**src/spi_pkg.sv**
```systemverilog
`default_nettype none

package spi_pkg;

    // --------------------------------------------------
    // widths with a meaning on the spi command port.
    // --------------------------------------------------
    typedef logic [15:0] spi_word_t;   // one word per cs frame.
    typedef logic [31:0] mem_addr_t;   // sent as low word, then high word.
    typedef logic [7:0]  io_addr_t;
    typedef logic [7:0]  cmd_code_t;   // upper byte of a command word.

    // --------------------------------------------------
    // command codes.
    // --------------------------------------------------
    localparam cmd_code_t CMD_IO_READ   = 8'h80;
    localparam cmd_code_t CMD_MEM_READ  = 8'hC0;
    localparam cmd_code_t CMD_MEM_WRITE = 8'hC1;
    localparam cmd_code_t CMD_CORE_RUN  = 8'h10;

    // identification words at io addresses 0 to 3.
    localparam spi_word_t ID_WORD_0 = 16'h1234;
    localparam spi_word_t ID_WORD_1 = 16'h5678;
    localparam spi_word_t ID_WORD_2 = 16'h9ABC;
    localparam spi_word_t ID_WORD_3 = 16'hEF01;

    localparam io_addr_t IO_MEM_DATA = 8'h04;   // memory data register.

    localparam int DEFAULT_RAM_ADDR_W = 10;

endpackage

`default_nettype wire

```
**src/spi_cmd_fsm.sv**
```systemverilog
`timescale 1ns/1ps
`default_nettype none

module spi_cmd_fsm #(
    parameter int ram_addr_w = 10
) (
    input  logic                  clk_50MHz,
    input  logic                  reset,
    input  spi_pkg::spi_word_t    rx_word_i,
    input  logic                  rx_valid_i,
    output spi_pkg::io_addr_t     io_addr_o,
    output logic                  io_addr_load_o,
    output spi_pkg::spi_word_t    data_o,
    output logic                  data_load_o,
    output logic [ram_addr_w-1:0] ram_addr_o,
    output spi_pkg::spi_word_t    ram_wdata_o,
    output logic                  ram_we_o,
    output logic                  ram_re_o,
    input  spi_pkg::spi_word_t    ram_rdata_i,
    output logic                  core_run_o
);

    import spi_pkg::*;

    typedef enum logic [2:0] {
        state_idle,
        state_io_read,
        state_addr_lo,
        state_addr_hi,
        state_data_lo,
        state_mem_write,
        state_mem_read,
        state_mem_read_wait
    } state_t;

    state_t    state;
    state_t    ret_state;   // taken after the address high word.
    cmd_code_t cmd;
    mem_addr_t addr_q;
    spi_word_t wdata_q;

    assign cmd = rx_word_i[15:8];

    // --------------------------------------------------
    // state sequencing.
    // --------------------------------------------------
    always_ff @(posedge clk_50MHz) begin
        if (reset) begin
            state          <= state_idle;
            ret_state      <= state_idle;
            io_addr_load_o <= 1'b0;
            core_run_o     <= 1'b0;
        end else begin
            io_addr_load_o <= 1'b0;
            case (state)
                state_idle: begin
                    if (rx_valid_i) begin
                        case (cmd)
                            CMD_IO_READ: begin
                                io_addr_load_o <= 1'b1;
                                state          <= state_io_read;
                            end
                            CMD_MEM_READ: begin
                                ret_state <= state_mem_read;
                                state     <= state_addr_lo;
                            end
                            CMD_MEM_WRITE: begin
                                ret_state <= state_data_lo;
                                state     <= state_addr_lo;
                            end
                            CMD_CORE_RUN: core_run_o <= rx_word_i[0];
                            default: ;   // unknown commands are ignored.
                        endcase
                    end
                end
                state_io_read: begin
                    if (rx_valid_i) begin   // dummy word.
                        state <= state_idle;
                    end
                end
                state_addr_lo: begin
                    if (rx_valid_i) begin
                        state <= state_addr_hi;
                    end
                end
                state_addr_hi: begin
                    if (rx_valid_i) begin
                        state <= ret_state;
                    end
                end
                state_data_lo: begin
                    if (rx_valid_i) begin
                        state <= state_mem_write;
                    end
                end
                state_mem_write:     state <= state_idle;
                state_mem_read:      state <= state_mem_read_wait;
                state_mem_read_wait: state <= state_idle;
                default:             state <= state_idle;
            endcase
        end
    end

    // --------------------------------------------------
    // address, data and io address capture.
    // --------------------------------------------------
    always_ff @(posedge clk_50MHz) begin
        if (rx_valid_i) begin
            case (state)
                state_idle:    io_addr_o      <= rx_word_i[7:0];
                state_addr_lo: addr_q[15:0]   <= rx_word_i;
                state_addr_hi: addr_q[31:16]  <= rx_word_i;
                state_data_lo: wdata_q        <= rx_word_i;
                default: ;
            endcase
        end
    end

    // only the low bits reach the ram so higher addresses alias.
    assign ram_addr_o  = addr_q[ram_addr_w-1:0];
    assign ram_wdata_o = wdata_q;
    assign ram_we_o    = (state == state_mem_write);
    assign ram_re_o    = (state == state_mem_read);

    // read data is valid the cycle after the read strobe.
    assign data_load_o = (state == state_mem_write) || (state == state_mem_read_wait);
    assign data_o      = (state == state_mem_read_wait) ? ram_rdata_i : wdata_q;

    // no word may arrive while a memory access is still running.
    assert property (@(posedge clk_50MHz) disable iff (reset)
        rx_valid_i |-> !(state inside {state_mem_write, state_mem_read,
                                       state_mem_read_wait}));

endmodule

`default_nettype wire

```
**config.mk**
```make
export PLATFORM = sky130hd
export DESIGN_NAME = spi_cmd_fsm
export DESIGN_NICKNAME = d
export VERILOG_FILES = /design/src/spi_pkg.sv /design/src/spi_cmd_fsm.sv
export SDC_FILE = /design/constraint.sdc
export NUM_CORES = 1
export LEC_CHECK = 0
export CAP_MARGIN = 0
export CORE_MARGIN = 10
export CORE_UTILIZATION = 55
export CTS_CLUSTER_SIZE = 30
export DETAILED_ROUTE_END_ITERATION = 12
export DONT_BUFFER_PORTS = 1
export PLACE_DENSITY_LB_ADDON = 0.15
export SKIP_CTS_REPAIR_TIMING = 1
export SYNTH_ARGS = -nofsm -noshare
export SYNTH_HDL_FRONTEND = slang
export SYNTH_SLANG_ARGS = --single-unit
```
**constraint.sdc**
```tcl
create_clock -name clk_50MHz -period 1.89 [get_ports clk_50MHz]
set_input_delay 0 -clock clk_50MHz [delete_from_list [all_inputs] [get_ports clk_50MHz]]
set_output_delay 0 -clock clk_50MHz [all_outputs]
set_load 0.1 [all_outputs]
```
==> metrics.txt <==
most frequent cells after synthesis edfxtp_1 (34), mux2_2 (16), dfxtp_1 (7), nand2b_1 (5), nor2b_1 (5); Final WS setup around 110 ps; Final Hold Fails 0; vias in the first global route ~1200; largest net degree at the start of global routing 17; ANT nets after route 0; number of flops mapped to enable cells by yosys 34; initial drt markers 58; Site Rows 20; Final period util 94.10%; synth unique cells 33; Max Root-Sink Buffers 2; Slew headroom around 77%; f_max 562.3 MHz; reg-to-reg endpoint state[2]; Setup-failing EPs final 0; most frequent cell after synthesis edfxtp_1; critical path launch point type register; Placement Setup Slack 334.2 ps; leading area contributor after synthesis edfxtp_1; clk sinks 41; flop-to-flop setup slack 390 ps; outcome finished clean; hold depth 3; global-route wire length before repair roughly 6.3 mm; Min Clock Period, post-route roughly 1800 ps; Slew Viols, Final 0; Cell Pwr Density ~590 mW/mm^2; Yosys warnings 0; Async SR Flop Fraction 0%; die area between 0.005 and 0.006 sq mm; Reg2Reg Launch Point state[2]; total core area 0.003003 sq mm; syn_area_per_cell 16.25 sq um; die width ~75 microns; Worst Path Arrival 1780 ps; Synth Flop Type edfxtp_1; initial antenna violation count 2; worst r2r path cells 4; post-synthesis cell count between 100 and 150; critical path type reg -> out; I/O pin total 90; via count 1243; Layout area overhead 55.96%; Tot GR Track Use between 10% and 20%; Worst Hold Class in -> reg; post-synth design cell area 0.001690 sq mm; starting density of the core between 50% and 60%; finished layout cell area approximately 0.0026 sq mm; Seq. cell area 0.001164 sq mm; post-synthesis register bit count slightly above 40; DR pass1 iterations 4; Hold Path Sink state[0]; CTS clock-pin slew for the worst setup and hold paths ~120 ps; total of fill cells in the finished design roughly 140; top post-synthesis cells by area edfxtp_1 (60%), mux2_2 (11%), dfxtp_1 (8.3%); Via density ~5.6; GRT overflow 0; crit-path max FO 16; H-tree levels 2; CTS tree done; Root Driver clkbuf_4; max-cap violations 0; # port buffers 0; hpwl dp about 3.5 mm; area of the multi-input gates 499.2 sq um; total power draw 1.567 mW; die height ~75 microns; peak supply drop around 0.0005 V; sequential fraction of the synthesis area between 60 and 70%; share of the synthesized area in the top cell type ~60%; WL final between 4 and 5 mm; Setup Skew 14.73 ps; clock insertion delay at the later pin of the skew report approximately 350 ps; WL/cell 22.20 microns; Worst Path Required roughly 1900 ps; Core Util, Final between 80 and 90%; final net count 221; Worst setup EP type primary output; Slew @ Worst Pin 341.8 ps; critical path launch point state[2]; layout cells sized above 1 between 40 and 50%; Hold Startpoint rx_valid_i; CTS buffer count 5; placer congestion estimate around 0.86; Static Leak 1.070 nW; RSZ-0062 raised after global routing false; syn_nets roughly 140; Residual DRC 0; dpl cell area 0.002349 sq mm
-- worst max path at each step --
stage	endpoint	slack, ps	depth (start not counted)
global placement	data_o[10]	390	3
detailed placement	data_o[0]	330	4
finish	data_o[0]	110	4
global route	data_o[14]	50	4
floorplan	ram_we_o	20	3
CTS	data_o[0]	-70	4
-- where the power goes --
group | total, mW | switching, mW | internal (mW)
Combinational | 0.164 | 0.110 | 0.0532
Clock | 0.412 | 0.272 | 0.140
Sequential | 0.992 | 0.00356 | 0.988
Total | 1.57 | 0.385 | 1.18
-- stage by stage --
step	cells	TNS [ps]	hold slack, ps
floorplan	104	0	98.87
global route	222	0	1.244
CTS	198	-905.8	-312.0
finish	222	0	13.94
global placement	190	0	71.23
detailed placement	190	0	72.88
-- state kept, by name (all words and copies together) (netlist names) --
signal          flops
ram_wdata_o        16
addr_q             10
io_addr_o           8
state               3
ret_state           2
core_run_o          1
io_addr_load_o      1
-- cell usage in the layout, fill, tap and decap left out, types with 2 or more instances in the layout --
| master | synthesis | final |
|---|---|---|
| mux2_2 | 16 | 16 |
| diode_2 | 0 | 2 |
| dfxtp_1 | 7 | 5 |
| and3b_1 | 2 | 2 |
| edfxtp_1 | 34 | 34 |
| clkbuf_4 | 0 | 5 |
| clkinv_2 | 0 | 2 |
| a21oi_1 | 3 | 3 |
| nand4_1 | 3 | 3 |
| buf_12 | 0 | 17 |
| nor2_1 | 3 | 3 |
| nor2b_1 | 5 | 4 |
| nand2_1 | 2 | 2 |
| nand2b_1 | 5 | 5 |
| buf_4 | 1 | 41 |
| dlygate4sd3_1 | 0 | 22 |
| dfxtp_2 | 0 | 2 |
-- cell families after synthesis --
| group | after synthesis | share of synthesized area, % |
|---|---|---|
| flip-flops | 41 | 68.69 |
| AND/OR/NAND/NOR | 31 | 13.69 |
| multiplexers | 18 | 12.14 |
| AO/OA/AOI/OAI | 8 | 2.961 |
| buffers and inverters | 6 | 2.516 |
-- worst max-delay path: stages, from the launching register on --
cell	delay [ps]
dfxtp_2	390
and2_2	240
nand2_4	210
mux2_2	400
buf_12	170
-- final cells by class --
type	count	share of cell area, %
sequential	41	44.14
timing repair buffer	80	32.94
multi-input combinational	57	18.94
tap	33	1.566
clock buffer	5	1.424
clock inverter	3	0.6645
antenna	2	0.1898
inverter	1	0.1424
-- layer usage --
metal,part of all wire [%],up-vias,GRT usage (%)
met5,0,-,0
met4,1.7,0,6.186
met3,9.6,10,7.813
met2,54,61,26.44
met1,34,613,14.52
li1,-,559,-
Power figures use the tool's default switching activity.
