File: config.mk
export PLATFORM = sky130hd
export DESIGN_NAME = spi_frame_port
export DESIGN_NICKNAME = d
export VERILOG_FILES = /design/src/spi_pkg.sv /design/src/spi_frame_port.sv
export SDC_FILE = /design/constraint.sdc
export NUM_CORES = 1
export LEC_CHECK = 0
export BUFFER_PORTS_ARGS = -buffer_cell sky130_fd_sc_hd__buf_2
export CAP_MARGIN = 0
export CORE_MARGIN = 4
export CORE_UTILIZATION = 46
export DETAILED_ROUTE_END_ITERATION = 10
export PLACE_DENSITY = 0.7
export SKIP_CTS_REPAIR_TIMING = 1
export SYNTH_ARGS = -nofsm -noshare
export SYNTH_HDL_FRONTEND = slang
export SYNTH_SLANG_ARGS = --single-unit
File: constraint.sdc
create_clock -name clk_50MHz -period 2.05 [get_ports clk_50MHz]
set_input_delay 0.205 -clock clk_50MHz [delete_from_list [all_inputs] [get_ports clk_50MHz]]
set_output_delay 0.205 -clock clk_50MHz [all_outputs]
set_load 0.01 [all_outputs]
File: src/spi_pkg.sv
`default_nettype none

package spi_pkg;

    // --------------------------------------------------
    // widths with a meaning on the spi command port.
    // --------------------------------------------------
    typedef logic [15:0] spi_word_t;   // one word per cs frame.
    typedef logic [31:0] mem_addr_t;   // sent as low word, then high word.
    typedef logic [7:0]  io_addr_t;
    typedef logic [7:0]  cmd_code_t;   // upper byte of a command word.

    // --------------------------------------------------
    // command codes.
    // --------------------------------------------------
    localparam cmd_code_t CMD_IO_READ   = 8'h80;
    localparam cmd_code_t CMD_MEM_READ  = 8'hC0;
    localparam cmd_code_t CMD_MEM_WRITE = 8'hC1;
    localparam cmd_code_t CMD_CORE_RUN  = 8'h10;

    // identification words at io addresses 0 to 3.
    localparam spi_word_t ID_WORD_0 = 16'h1234;
    localparam spi_word_t ID_WORD_1 = 16'h5678;
    localparam spi_word_t ID_WORD_2 = 16'h9ABC;
    localparam spi_word_t ID_WORD_3 = 16'hEF01;

    localparam io_addr_t IO_MEM_DATA = 8'h04;   // memory data register.

    localparam int DEFAULT_RAM_ADDR_W = 10;

endpackage

`default_nettype wire

File: src/spi_frame_port.sv
`timescale 1ns/1ps
`default_nettype none

module spi_frame_port (
    input  logic              clk_50MHz,
    input  logic              reset,
    input  logic              spi_sck_i,
    input  logic              spi_cs_i,
    input  logic              spi_mosi_i,
    input  spi_pkg::spi_word_t tx_word_i,
    output logic              spi_miso_o,
    output spi_pkg::spi_word_t rx_word_o,
    output logic              rx_valid_o
);

    import spi_pkg::*;

    logic [1:0] sck_sync;
    logic [1:0] cs_sync;
    logic [1:0] mosi_sync;
    logic       sck_q;
    logic       cs_q;

    logic       sck_rise;
    logic       sck_fall;
    logic       cs_fall;

    logic [3:0] bit_cnt;
    spi_word_t  rx_shift;
    spi_word_t  tx_shift;

    // --------------------------------------------------
    // pin synchronizers and edge detection.
    // --------------------------------------------------
    always_ff @(posedge clk_50MHz) begin
        if (reset) begin
            sck_sync  <= 2'b00;
            cs_sync   <= 2'b11;   // cs idles high.
            mosi_sync <= 2'b00;
            sck_q     <= 1'b0;
            cs_q      <= 1'b1;
        end else begin
            sck_sync  <= {sck_sync[0], spi_sck_i};
            cs_sync   <= {cs_sync[0], spi_cs_i};
            mosi_sync <= {mosi_sync[0], spi_mosi_i};
            sck_q     <= sck_sync[1];
            cs_q      <= cs_sync[1];
        end
    end

    assign sck_rise = sck_sync[1] & ~sck_q;
    assign sck_fall = ~sck_sync[1] & sck_q;
    assign cs_fall  = cs_q & ~cs_sync[1];

    // --------------------------------------------------
    // bit counter, response shifter and word strobe.
    // --------------------------------------------------
    always_ff @(posedge clk_50MHz) begin
        if (reset) begin
            bit_cnt    <= '0;
            tx_shift   <= '0;
            rx_valid_o <= 1'b0;
        end else begin
            rx_valid_o <= 1'b0;
            if (cs_fall) begin
                bit_cnt  <= '0;
                tx_shift <= tx_word_i;   // response is fixed at frame start.
            end else if (!cs_sync[1]) begin
                if (sck_rise) begin
                    bit_cnt <= bit_cnt + 4'd1;
                    if (bit_cnt == 4'd15) begin
                        rx_valid_o <= 1'b1;
                    end
                end
                if (sck_fall) begin
                    tx_shift <= {tx_shift[14:0], 1'b0};   // mode 0, change on fall.
                end
            end
        end
    end

    // receive shifter, msb first.
    always_ff @(posedge clk_50MHz) begin
        if (!cs_sync[1] && sck_rise) begin
            rx_shift <= {rx_shift[14:0], mosi_sync[1]};
        end
    end

    assign rx_word_o  = rx_shift;   // stable until the next frame's first edge.
    assign spi_miso_o = tx_shift[15];

    // one strobe per frame, never stretched.
    assert property (@(posedge clk_50MHz) disable iff (reset)
        rx_valid_o |=> !rx_valid_o);

endmodule

`default_nettype wire

==> results.json <==
{
  "max_slew_margin_pct": 53.05,
  "path_cells": "nor2b_4, buf_12, mux2i_1, a21oi_1",
  "p_leak_uw": 0.0007970,
  "pin_count": 39,
  "io_buffers": 38,
  "power_density_mw_per_mm2": 789.0,
  "rr_startpoint": "cs_sync[1]",
  "drt-initial-drc-count": 61,
  "clock_latency_ns": 0.28,
  "area_growth_syn_to_layout_pct": 17.86,
  "critPathKind": "flop to flop",
  "grt_max_degree": 23,
  "reg2regPathDepth": 4,
  "irDropWorstVdd_uv": 437.2,
  "fill_cells": 312,
  "num_antenna_cells": 0,
  "drcViolationCount": 0,
  "hold_viol_final": 0,
  "core_area_sq_mm": 0.003468,
  "syn_inst": 130,
  "cts.clk_slew.worst_paths_ns": 0.08,
  "synth.avg_cell_area_sq_um": 13.20,
  "start_util_pct": 49.49,
  "fin_crit_ns": 1.506,
  "required_ns": 2.19,
  "cp_max_fo": 22,
  "die-area_sq_mm": 0.004773,
  "skew_ns": 0.005598,
  "arrival_ns": 1.65,
  "worst_setup_path_start_kind": "flop",
  "viasPerCell": 5.134,
  "cts_tree": "built",
  "ys_seq_area_share_pct": 61.81,
  "die_h_microns": 69.09,
  "routed_wl_microns": 2893,
  "cts.root.buffer_cell": "clkbuf_8",
  "cp_slowest_stage_delay_ns": 0.42,
  "cts.sink_count": 45,
  "antenna_found_initial": 0,
  "htreeDepth": 2,
  "gr-total-overflow": 0,
  "status": "finished clean",
  "fin_ws_ns": 0.5444,
  "netlist_area_sq_mm": 0.001717,
  "track_usage_pct": 12.79,
  "grt_first_pass_wirelength_microns": 4995,
  "rsz0062_at_grt": "no",
  "tightest_slew_ns": 0.7042,
  "hpwlAfterDp_microns": 2020,
  "synth_warnings": 0,
  "synth_nets": 152,
  "grt_pass1_vias": 1078,
  "nets": 191,
  "r2r_slack_ns": 0.54,
  "layout-drive-gt1-share_pct": 32.94,
  "cts_buffers": 5,
  "wl_per_cell_microns": 13.39,
  "reg2reg_to": "tx_shift[6]",
  "critical_path.startpoint": "cs_sync[1]",
  "cap_violations": 0,
  "endpoint_kind": "flop",
  "fin_area_sq_mm": 0.002023,
  "die_w_microns": 69.09,
  "synth.distinct_cells": 30,
  "setup_viol_count_final": 0,
  "ctsLongestPathBuffers": 2,
  "timing.fmax_mhz": 664.2,
  "slew_violations": 0,
  "core.rowCount": 21,
  "place_congestion": 0.7340,
  "finalSetupTns_ns": 0,
  "pre_cts_ws_ns": 0.5484,
  "placed_cell_area_sq_mm": 0.001932,
  "worstHoldPathType": "primary input to flop",
  "crit_slowest_cell": "dfxtp_1",
  "endpoint": "tx_shift[6]",
  "ant_nets": 0,
  "firstDrtPassIters": 4,
  "ys_ff_latch": 45,
  "vias": 1109,
  "min_period_over_period_pct": 73.44,
  "whs_ns": 0.09727
}
==> state kept, by name, indices dropped and copies added, names as in the netlist <==
name	flops
cs_sync	2
bit_cnt	4
rx_valid_o	1
cs_q	1
mosi_sync	2
rx_word_o	16
sck_sync	2
sck_q	1
tx_shift	16
==> worst max-delay path: cells and delay by family (launching register included) <==
family / cells / cell delay [ns]
DFF: 1 / 0.42
buffers and inverters: 1 / 0.24
AOI/OAI and AO/OA: 1 / 0.08
and+or+nand+nor: 1 / 0.41
muxes: 1 / 0.21
==> power breakdown <==
group	internal, uW	switching [uW]	total, uW
Clock	267	270	537
Sequential	945	15.8	960
Combinational	50.8	48.5	99.3
Total	1260	334	1600
==> placed cells by master, fill, tap and decap left out <==
master and n:
mux2_1 1, or2_2 3, xnor2_1 2, nand2_1 1, nand4_1 1, inv_1 1, nor2_1 1, nor3_1 4
nor2b_1 5, o21ai_1 1, edfxtp_1 16, nor3b_1 1, a21oi_2 1, clkbuf_8 6, nand3_1 1, and4_1 1
buf_2 38, a21oi_1 15, and4bb_1 1, dfxtp_1 29, buf_4 1, o31ai_1 13, clkinv_2 1, o31ai_2 2
clkinv_1 2, nor2b_4 1, nand2b_1 1, mux2i_1 16, nor3b_4 2, ha_1 1, buf_12 1
==> synth_stat cells <==
cell type	instances	area, sq um
nor3_1	4	20.02
nor2b_2	1	8.760
nor2_1	1	3.750
xnor2_1	2	17.52
clkbuf_1	2	7.510
edfxtp_1	16	480.5
o31ai_2	2	25.02
nand2b_1	1	6.260
mux2i_1	16	160.2
inv_1	1	3.750
nor2b_1	5	31.28
mux2_1	1	11.26
a21oi_2	1	8.760
o21ai_1	1	5.000
nand4_1	1	6.260
nand3_1	1	5.000
or2_2	3	18.77
nand2_1	1	3.750
buf_6	4	45.04
clkinv_1	1	3.750
ha_1	1	12.51
a21oi_1	15	75.07
nor3b_1	1	7.510
o31ai_1	13	97.59
dfxtp_1	29	580.6
buf_2	1	5.000
buf_4	1	7.510
and4bb_1	1	12.51
nor3b_4	2	37.54
and4_1	1	8.760
==> layout make-up <==
type / count / area [sq um] / share of cell area, %
Sequential cell: 45 / 1061 / 52.44
Multi-Input combinational cell: 75 / 588.1 / 29.07
Timing Repair Buffer: 40 / 217.7 / 10.76
Clock buffer: 6 / 82.58 / 4.082
Tap cell: 46 / 57.56 / 2.845
Clock inverter: 2 / 8.758 / 0.4329
Inverter: 2 / 7.507 / 0.3711
==> logic make-up (layout without fill, tap and decap cells) <==
group	after synthesis	after routing	share of synthesized area, %
and+or+nand+nor	23	23	9.913
xor gates and xnor gates	2	2	1.021
buffers and inverters	10	50	4.227
DFF	45	45	61.81
adders and majority gates	1	1	0.7287
AOI/OAI and AO/OA	32	32	12.32
muxes	17	17	9.985
==> worst min-delay path by stage <==
| stage | start | endpoint | slack (ns) | cells after the start |
|---|---|---|---|---|
| floorplan | reset | sck_sync[0] | 0.28 | 1 |
| global placement | spi_cs_i | cs_sync[0] | 0.39 | 2 |
| CTS | spi_cs_i | cs_sync[0] | 0.09 | 2 |
| global route | spi_cs_i | cs_sync[0] | 0.09 | 2 |
| detailed placement | spi_cs_i | cs_sync[0] | 0.39 | 2 |
| finish | spi_cs_i | cs_sync[0] | 0.1 | 2 |
==> routing by layer <==
layer / wire, microns / vias to the layer above / GRT usage [%]
li1: - / 559 / -
met1: 1270 / 520 / 16.13
met2: 1417 / 26 / 19.92
met3: 172 / 4 / 4.506
met4: 33 / 0 / 5.206
met5: 0 / - / 0
==> through the flow <==
| stage | total power [uW] | util, % | cells |
|---|---|---|---|
| after global routing | 1672 | 58.33 | 216 |
| after global placement | 1076 | 55.70 | 208 |
| after floorplan | 1047 | - | 130 |
| after detailed placement | 1082 | 55.70 | 208 |
| final | 1596 | 58.33 | 216 |
| after CTS | 1614 | 58.33 | 216 |
Power figures use the tool's default switching activity.
