[config.mk]
export PLATFORM = sky130hd
export DESIGN_NAME = readback_select
export DESIGN_NICKNAME = d
export VERILOG_FILES = /design/src/spi_pkg.sv /design/src/readback_select.sv
export SDC_FILE = /design/constraint.sdc
export NUM_CORES = 1
export LEC_CHECK = 0
export ABC_AREA = 1
export ABC_CLOCK_PERIOD_IN_PS = 1800
export BUFFER_PORTS_ARGS = -buffer_cell sky130_fd_sc_hd__buf_2
export CORE_MARGIN = 2
export CORE_UTILIZATION = 40
export CTS_BUF_LIST = sky130_fd_sc_hd__clkbuf_16
export CTS_CLUSTER_SIZE = 24
export DETAILED_ROUTE_END_ITERATION = 10
export GPL_ROUTABILITY_DRIVEN = 0
export PLACE_DENSITY = 0.65
export SYNTH_ARGS = -nofsm -noshare
export SYNTH_HDL_FRONTEND = slang
export SYNTH_SLANG_ARGS = --single-unit
[constraint.sdc]
create_clock -name clk_50MHz -period 1.8 [get_ports clk_50MHz]
set_input_delay 0.09 -clock clk_50MHz [delete_from_list [all_inputs] [get_ports clk_50MHz]]
set_output_delay 0.09 -clock clk_50MHz [all_outputs]
set_load 0.05 [all_outputs]
[src/spi_pkg.sv]
`default_nettype none

package spi_pkg;

    // --------------------------------------------------
    // widths with a meaning on the spi command port.
    // --------------------------------------------------
    typedef logic [15:0] spi_word_t;   // one word per cs frame.
    typedef logic [31:0] mem_addr_t;   // sent as low word, then high word.
    typedef logic [7:0]  io_addr_t;
    typedef logic [7:0]  cmd_code_t;   // upper byte of a command word.

    // --------------------------------------------------
    // command codes.
    // --------------------------------------------------
    localparam cmd_code_t CMD_IO_READ   = 8'h80;
    localparam cmd_code_t CMD_MEM_READ  = 8'hC0;
    localparam cmd_code_t CMD_MEM_WRITE = 8'hC1;
    localparam cmd_code_t CMD_CORE_RUN  = 8'h10;

    // identification words at io addresses 0 to 3.
    localparam spi_word_t ID_WORD_0 = 16'h1234;
    localparam spi_word_t ID_WORD_1 = 16'h5678;
    localparam spi_word_t ID_WORD_2 = 16'h9ABC;
    localparam spi_word_t ID_WORD_3 = 16'hEF01;

    localparam io_addr_t IO_MEM_DATA = 8'h04;   // memory data register.

    localparam int DEFAULT_RAM_ADDR_W = 10;

endpackage

`default_nettype wire

[src/readback_select.sv]
`timescale 1ns/1ps
`default_nettype none

module readback_select (
    input  logic               clk_50MHz,
    input  logic               reset,
    input  spi_pkg::io_addr_t  io_addr_i,
    input  logic               io_addr_load_i,
    input  spi_pkg::spi_word_t data_i,
    input  logic               data_load_i,
    output spi_pkg::spi_word_t tx_word_o
);

    import spi_pkg::*;

    io_addr_t  io_addr_q;
    spi_word_t data_q;
    spi_word_t next_word;
    logic      update_q;

    always_comb begin
        case (io_addr_q)
            8'h00:       next_word = ID_WORD_0;
            8'h01:       next_word = ID_WORD_1;
            8'h02:       next_word = ID_WORD_2;
            8'h03:       next_word = ID_WORD_3;
            IO_MEM_DATA: next_word = data_q;
            default:     next_word = '0;
        endcase
    end

    // the response word follows the registers one cycle after any load,
    // and holds zero after reset until the first command.
    always_ff @(posedge clk_50MHz) begin
        if (reset) begin
            io_addr_q <= '0;
            data_q    <= '0;
            update_q  <= 1'b0;
            tx_word_o <= '0;
        end else begin
            update_q <= io_addr_load_i | data_load_i;
            if (io_addr_load_i) begin
                io_addr_q <= io_addr_i;
            end
            if (data_load_i) begin
                data_q <= data_i;
            end
            if (update_q) begin
                tx_word_o <= next_word;
            end
        end
    end

    assert property (@(posedge clk_50MHz) disable iff (reset)
        !(io_addr_load_i && data_load_i));

endmodule

`default_nettype wire

==> impl_metrics.env, run 1 <==
export IMPL_status="completed"
export IMPL_cts_hold_buf=0
export IMPL_routed_wl_um=3690
export IMPL_grt_max_degree=42
export IMPL_max_freq_mhz=730
export IMPL_clock_latency_ps=280
export IMPL_stdcell_count=318
export IMPL_clockBufferDepth=2
export IMPL_p_leak_nw=0.904
export IMPL_period_minus_slack_ps=1370
export IMPL_synth_cell_types=21
export IMPL_cts_resized_gates=0
export IMPL_final_setup_tns_ps=0
export IMPL_start_kind="register"
export IMPL_path_class="reg2reg"
export IMPL_synth_edf_count=0
export IMPL_syn_to_final_growth_pct=21.1
export IMPL_hold_violations=0
export IMPL_synth_common_cells="nand2_1 (76), dfxtp_1 (41), a21oi_1 (33)"
export IMPL_p_per_area_nw_per_um2=1020
export IMPL_synthArstFlopShare_pct=0
export IMPL_setup_slack_ps=429
export IMPL_ys_warn_count=0
export IMPL_grt_overflow_total=0
export IMPL_synth_most_common_cell="nand2_1"
export IMPL_ant_nets=0
export IMPL_drt_iter0_drc=68
export IMPL_grt_pass1_vias=1367
export IMPL_hold_path_class="in2reg"
export IMPL_grt_antenna_before_repair=0
export IMPL_core_area_sq_um=4000
export IMPL_synth_top_cell_area_share_pct=49.1
export IMPL_hold_start="io_addr_i[4]"
export IMPL_post_drt_wl_per_cell_um=11.6
export IMPL_multiInputGateArea_sq_um=729
export IMPL_rsz0062_at_grt="no"
export IMPL_grtUsageTotal_pct=17.4
export IMPL_drc=0
export IMPL_cts_tree="done"
export IMPL_start_util_pct=41.8
export IMPL_dieArea_sq_um=4720
export IMPL_clk_pin_slew_ps=60
export IMPL_nets=295
export IMPL_rows=23
export IMPL_ioPinCount=44
export IMPL_synthesis_area_sq_um=1670
export IMPL_synth_top_flop_cell="dfxtp_1"
export IMPL_cts_num_sinks=41
export IMPL_placedInstanceArea_sq_um=1890
export IMPL_critPathMaxFanout=12
export IMPL_setup_viol=0
export IMPL_postCtsSetupBuffers=0
export IMPL_syn_avg_cell_area_sq_um=7.27
export IMPL_drv_cap=0
export IMPL_crit_start="io_addr_q[0]$_SDFFE_PP0P_"
export IMPL_grt_pass1_wl_um=6010
export IMPL_viasPerCell=4.89
export IMPL_yosysTopAreaCell="dfxtp_1"
export IMPL_period_share_pct=76.2
export IMPL_fin_hold_ws_ps=59.2
export IMPL_synth_seq_cells=41
export IMPL_cp_required_ps=2000
export IMPL_cp_arrival_ps=1570
export IMPL_post_place_cells=310
export IMPL_drv_slew=0
export IMPL_antenna_cells=0
export IMPL_io_buffers=43
export IMPL_drive_gt1_share_pct=22.0
export IMPL_synth_fp_nets=258
export IMPL_first_pass_iters=6
export IMPL_r2r_start="io_addr_q[0]$_SDFFE_PP0P_"
export IMPL_slew_headroom_pct=51.4
export IMPL_seq_area_sq_um=821
export IMPL_cts_buffers_inserted=5
export IMPL_synth_area_leaders="dfxtp_1 (49%), nand2_1 (17%), a21oi_1 (9.9%), nor2_1 (4.5%), a211oi_1 (3.6%)"
export IMPL_seq_area_frac_synth_pct=49.1
export IMPL_endpoint_kind="register"
export IMPL_pre_cts_slack_ps=460
export IMPL_ir_drop_v=0.000487
export IMPL_vias=1556
export IMPL_clock_root_buffer="clkbuf_16"
export IMPL_die_h_um=68.7
export IMPL_worst_slew_pin_slew_ps=729
export IMPL_n_fill_cell=414
export IMPL_design_area_sq_um=2030
export IMPL_die_w_um=68.7
export IMPL_htree_levels=2
export IMPL_dpl_hpwl_um=2570
export IMPL_postSynthCellCount=230
export IMPL_fin_skew_ps=2.12
## through the flow
stage | util (%) | total power [mW]
global placement | 47.2 | 1.25
detailed placement | 47.2 | 1.25
floorplan | - | 1.19
finish | 50.6 | 2.06
global route | 50.6 | 2.16
CTS | 50.6 | 2.09
## layout make-up
cell class	instances	area share [%]
inverters	14	2.59
clock buffers	5	6.18
clock inverters	3	0.618
flip-flops and latches	41	40.5
multi-input cells	161	36.0
well taps	50	3.09
repair buffers	44	11.0
## power breakdown
part / internal (mW) / total [mW] / switching [mW]
Combinational: 0.0800 / 0.257 / 0.177
Clock: 0.500 / 0.829 / 0.329
Sequential: 0.954 / 0.979 / 0.0241
Total: 1.53 / 2.06 / 0.529
## kinds of logic after synthesis
group,synth area share [%]
compound gates,15.4
buf+inv,7.33
flops,49.1
simple gates,28.2
## path summary, 6_finish.rpt
path | endpoint | slack, ps | cells after the start
worst min-delay path | io_addr_q[4]$_SDFFE_PP0P_ | 60 | 3
worst max register to register | tx_word_o[8]$_SDFFE_PP0P_ | 430 | 7
worst max-delay path | tx_word_o[8]$_SDFFE_PP0P_ | 430 | 7
worst min register to register | tx_word_o[11]$_SDFFE_PP0P_ | 460 | 2
## layer usage
metal	vias up	GRT usage [%]	wire, um
met5	-	0	0
met4	0	7.50	81
met3	8	5.36	221
met2	47	26.2	1540
met1	685	22.9	1840
li1	816	-	-
## registers in the layout (all words and copies together), names as in the netlist
name	count
tx_word_o	16
io_addr_q	8
data_q	16
update_q	1
## critical path, stage by stage, from the launching register on
cell and delay (ps):
dfxtp_1 320, inv_1 120, nand2_2 90, nor2_4 230, nand2_1 170, o21ai_0 170, nand2_1 80, a21oi_1 120
## placed cells by master, fill, tap and decap left out
master     synthesis  layout
a211oi_1           8       8
inv_2              3       3
o21ai_0            4       4
nand3_2            1       1
nor2_1            20      20
o211ai_1           1       1
nand2_2            2       2
nand3_1            9       9
nand3b_1           1       1
nand2_1           76      76
nand4_1            2       2
clkbuf_16          0       5
buf_2              5      43
nor2_4             1       1
inv_1             11      11
clkinv_2           0       1
dfxtp_1           41      41
buf_4              1       1
a21oi_1           33      33
o21ai_1            1       1
clkinv_1           0       2
nor2_2             2       2
Note: power is estimated with default switching activity, not from simulation.
==> run 2, diff against run 1 <==
ABC_CLOCK_PERIOD_IN_PS = 1400   (was 1800)
clock period = 1.4 ns   (was 1.8 ns; I/O delays follow)
==> run 2 against run 1 <==
  * Count of clock-buffer cells in the layout unchanged
  * Core utilization increased by 0.97 points
  * Cell count is 1.3% higher
  * Combinational power is 33% higher
  * Power rose by 31%
  * Non-clock buffer count is 4 higher
==> impl_metrics.env, run 2 (synthesis results as in run 1) <==
export IMPL_status="completed"
export IMPL_placedInstanceArea_sq_um=1920
export IMPL_antenna_cells=0
export IMPL_max_freq_mhz=825
export IMPL_start_kind="register"
export IMPL_cp_required_ps=1610
export IMPL_period_minus_slack_ps=1210
export IMPL_dpl_hpwl_um=2500
export IMPL_drt_iter0_drc=76
export IMPL_syn_to_final_growth_pct=23.4
export IMPL_clock_root_buffer="clkbuf_16"
export IMPL_die_w_um=68.7
export IMPL_clockBufferDepth=2
export IMPL_grt_antenna_before_repair=0
export IMPL_design_area_sq_um=2060
export IMPL_layout_common_cells="nand2_1 (76), buf_2 (43), dfxtp_1 (41), a21oi_1 (33), nor2_1 (20)"
export IMPL_worst_slew_pin_slew_ps=470
export IMPL_core_area_sq_um=4000
export IMPL_cts_num_sinks=41
export IMPL_slew_headroom_pct=68.6
export IMPL_ir_drop_v=0.000686
export IMPL_fin_skew_ps=6.77
export IMPL_critPathMaxFanout=5
export IMPL_htree_levels=2
export IMPL_die_h_um=68.7
export IMPL_fin_hold_ws_ps=35.4
export IMPL_r2r_start="io_addr_q[2]$_SDFFE_PP0P_"
export IMPL_rows=23
export IMPL_ant_nets=0
export IMPL_grt_max_degree=42
export IMPL_nets=299
export IMPL_final_common_cell="nand2_1"
export IMPL_io_buffers=43
export IMPL_path_class="reg2reg"
export IMPL_hold_start="data_i[14]"
export IMPL_p_leak_nw=0.926
export IMPL_clock_latency_ps=280
export IMPL_drive_gt1_share_pct=23.9
export IMPL_worstHoldPathCells=3
export IMPL_period_share_pct=86.6
export IMPL_postCtsSetupBuffers=0
export IMPL_grtUsageTotal_pct=16.9
export IMPL_ioPinCount=44
export IMPL_vias=1522
export IMPL_cp_arrival_ps=1430
export IMPL_dieArea_sq_um=4720
export IMPL_post_drt_wl_per_cell_um=11.1
export IMPL_viasPerCell=4.73
export IMPL_cts_buffers_inserted=5
export IMPL_holdPathEnd="data_q[14]$_SDFFE_PP0P_"
export IMPL_routed_wl_um=3570
export IMPL_hold_violations=0
export IMPL_regToRegSetupSlack_ps=190
export IMPL_cts_hold_buf=0
export IMPL_setup_viol=0
export IMPL_grt_overflow_total=0
export IMPL_drv_cap=0
export IMPL_drv_slew=0
export IMPL_final_setup_tns_ps=0
export IMPL_clk_pin_slew_ps=60
export IMPL_ff2ff_path_depth=9
export IMPL_cts_tree="done"
export IMPL_start_util_pct=41.8
export IMPL_drc=0
export IMPL_first_pass_iters=4
export IMPL_grt_pass1_wl_um=5790
export IMPL_p_per_area_nw_per_um2=1310
export IMPL_reg_top3="data_q (16), tx_word_o (16), io_addr_q (8)"
export IMPL_reg2reg_to="tx_word_o[10]$_SDFFE_PP0P_"
export IMPL_endpoint_kind="register"
export IMPL_rsz0062_at_grt="no"
export IMPL_grt_pass1_vias=1321
export IMPL_hold_path_class="in2reg"
run 2: cell types whose count changed in the layout (fill, tap and decap cells not counted), sizes merged:
cell | previous run | this run
buf | 44 | 48
clkinvlp | 0 | 1
clkinv | 3 | 2
run 2: final cells by class:
type,instances,area [sq um]
clock inverter,3,17.5
clock buffer,5,125
multi-input combinational,161,729
tap,50,62.6
timing repair buffer,48,256
sequential,41,821
inverter,14,52.6
fill,419,1940
run 2: layer usage:
layer / vias to the layer above / track usage [%] / wire length [um]
met5: - / 0 / 0
met4: 0 / 7.50 / 65
met3: 8 / 5.52 / 211
met2: 38 / 25.5 / 1480
met1: 652 / 22.0 / 1820
li1: 824 / - / -
run 2: timing repair:
action                                  4_1_cts  5_1_grt
hold endpoints to repair                      0        0
resized for setup                             0        1
endpoints found under the setup margin        0        1
run 2: worst max path at each step:
| stage | to | startpoint | slack (ps) | depth (start not counted) |
|---|---|---|---|---|
| 6_report | tx_word_o[10]$_SDFFE_PP0P_ | io_addr_q[2]$_SDFFE_PP0P_ | 190 | 9 |
| 5_1_grt | tx_word_o[9]$_SDFFE_PP0P_ | io_addr_q[2]$_SDFFE_PP0P_ | 6 | 7 |
| 4_1_cts | tx_word_o[10]$_SDFFE_PP0P_ | io_addr_q[7]$_SDFFE_PP0P_ | 160 | 8 |
| 3_5_place_dp | tx_word_o[13]$_SDFFE_PP0P_ | io_addr_q[0]$_SDFFE_PP0P_ | 180 | 7 |
| 3_3_place_gp | tx_word_o[12]$_SDFFE_PP0P_ | io_addr_q[0]$_SDFFE_PP0P_ | 190 | 5 |
| 2_1_floorplan | tx_word_o[2]$_SDFFE_PP0P_ | io_addr_q[0]$_SDFFE_PP0P_ | 350 | 8 |
run 2: per-stage QoR:
stage               util (%)  instances  worst slack [ps]  power [mW]
floorplan                  -        230               353        1.52
global placement        48.0        314               188        1.62
detailed placement      48.0        314               184        1.62
CTS                     51.5        322               158        2.71
global route            51.6        322              5.85        2.83
finish                  51.6        322               188        2.69
run 2: power by group:
| group | internal, mW | total [mW] | leakage, nW | switching, mW |
|---|---|---|---|---|
| clock network | 0.652 | 1.10 | 0.0696 | 0.444 |
| registers | 1.23 | 1.26 | 0.337 | 0.0288 |
| logic | 0.115 | 0.342 | 0.520 | 0.228 |
| total | 1.99 | 2.69 | 0.926 | 0.700 |
run 2: worst max-delay path, stage by stage, from the launching register on:
cell and delay [ps]:
dfxtp_1 320, nor2_2 190, inv_2 60, nor2_2 90, nand2_2 100, inv_1 80, nor2_1 50, nand2_1 70
nand2_1 50, a21oi_1 130
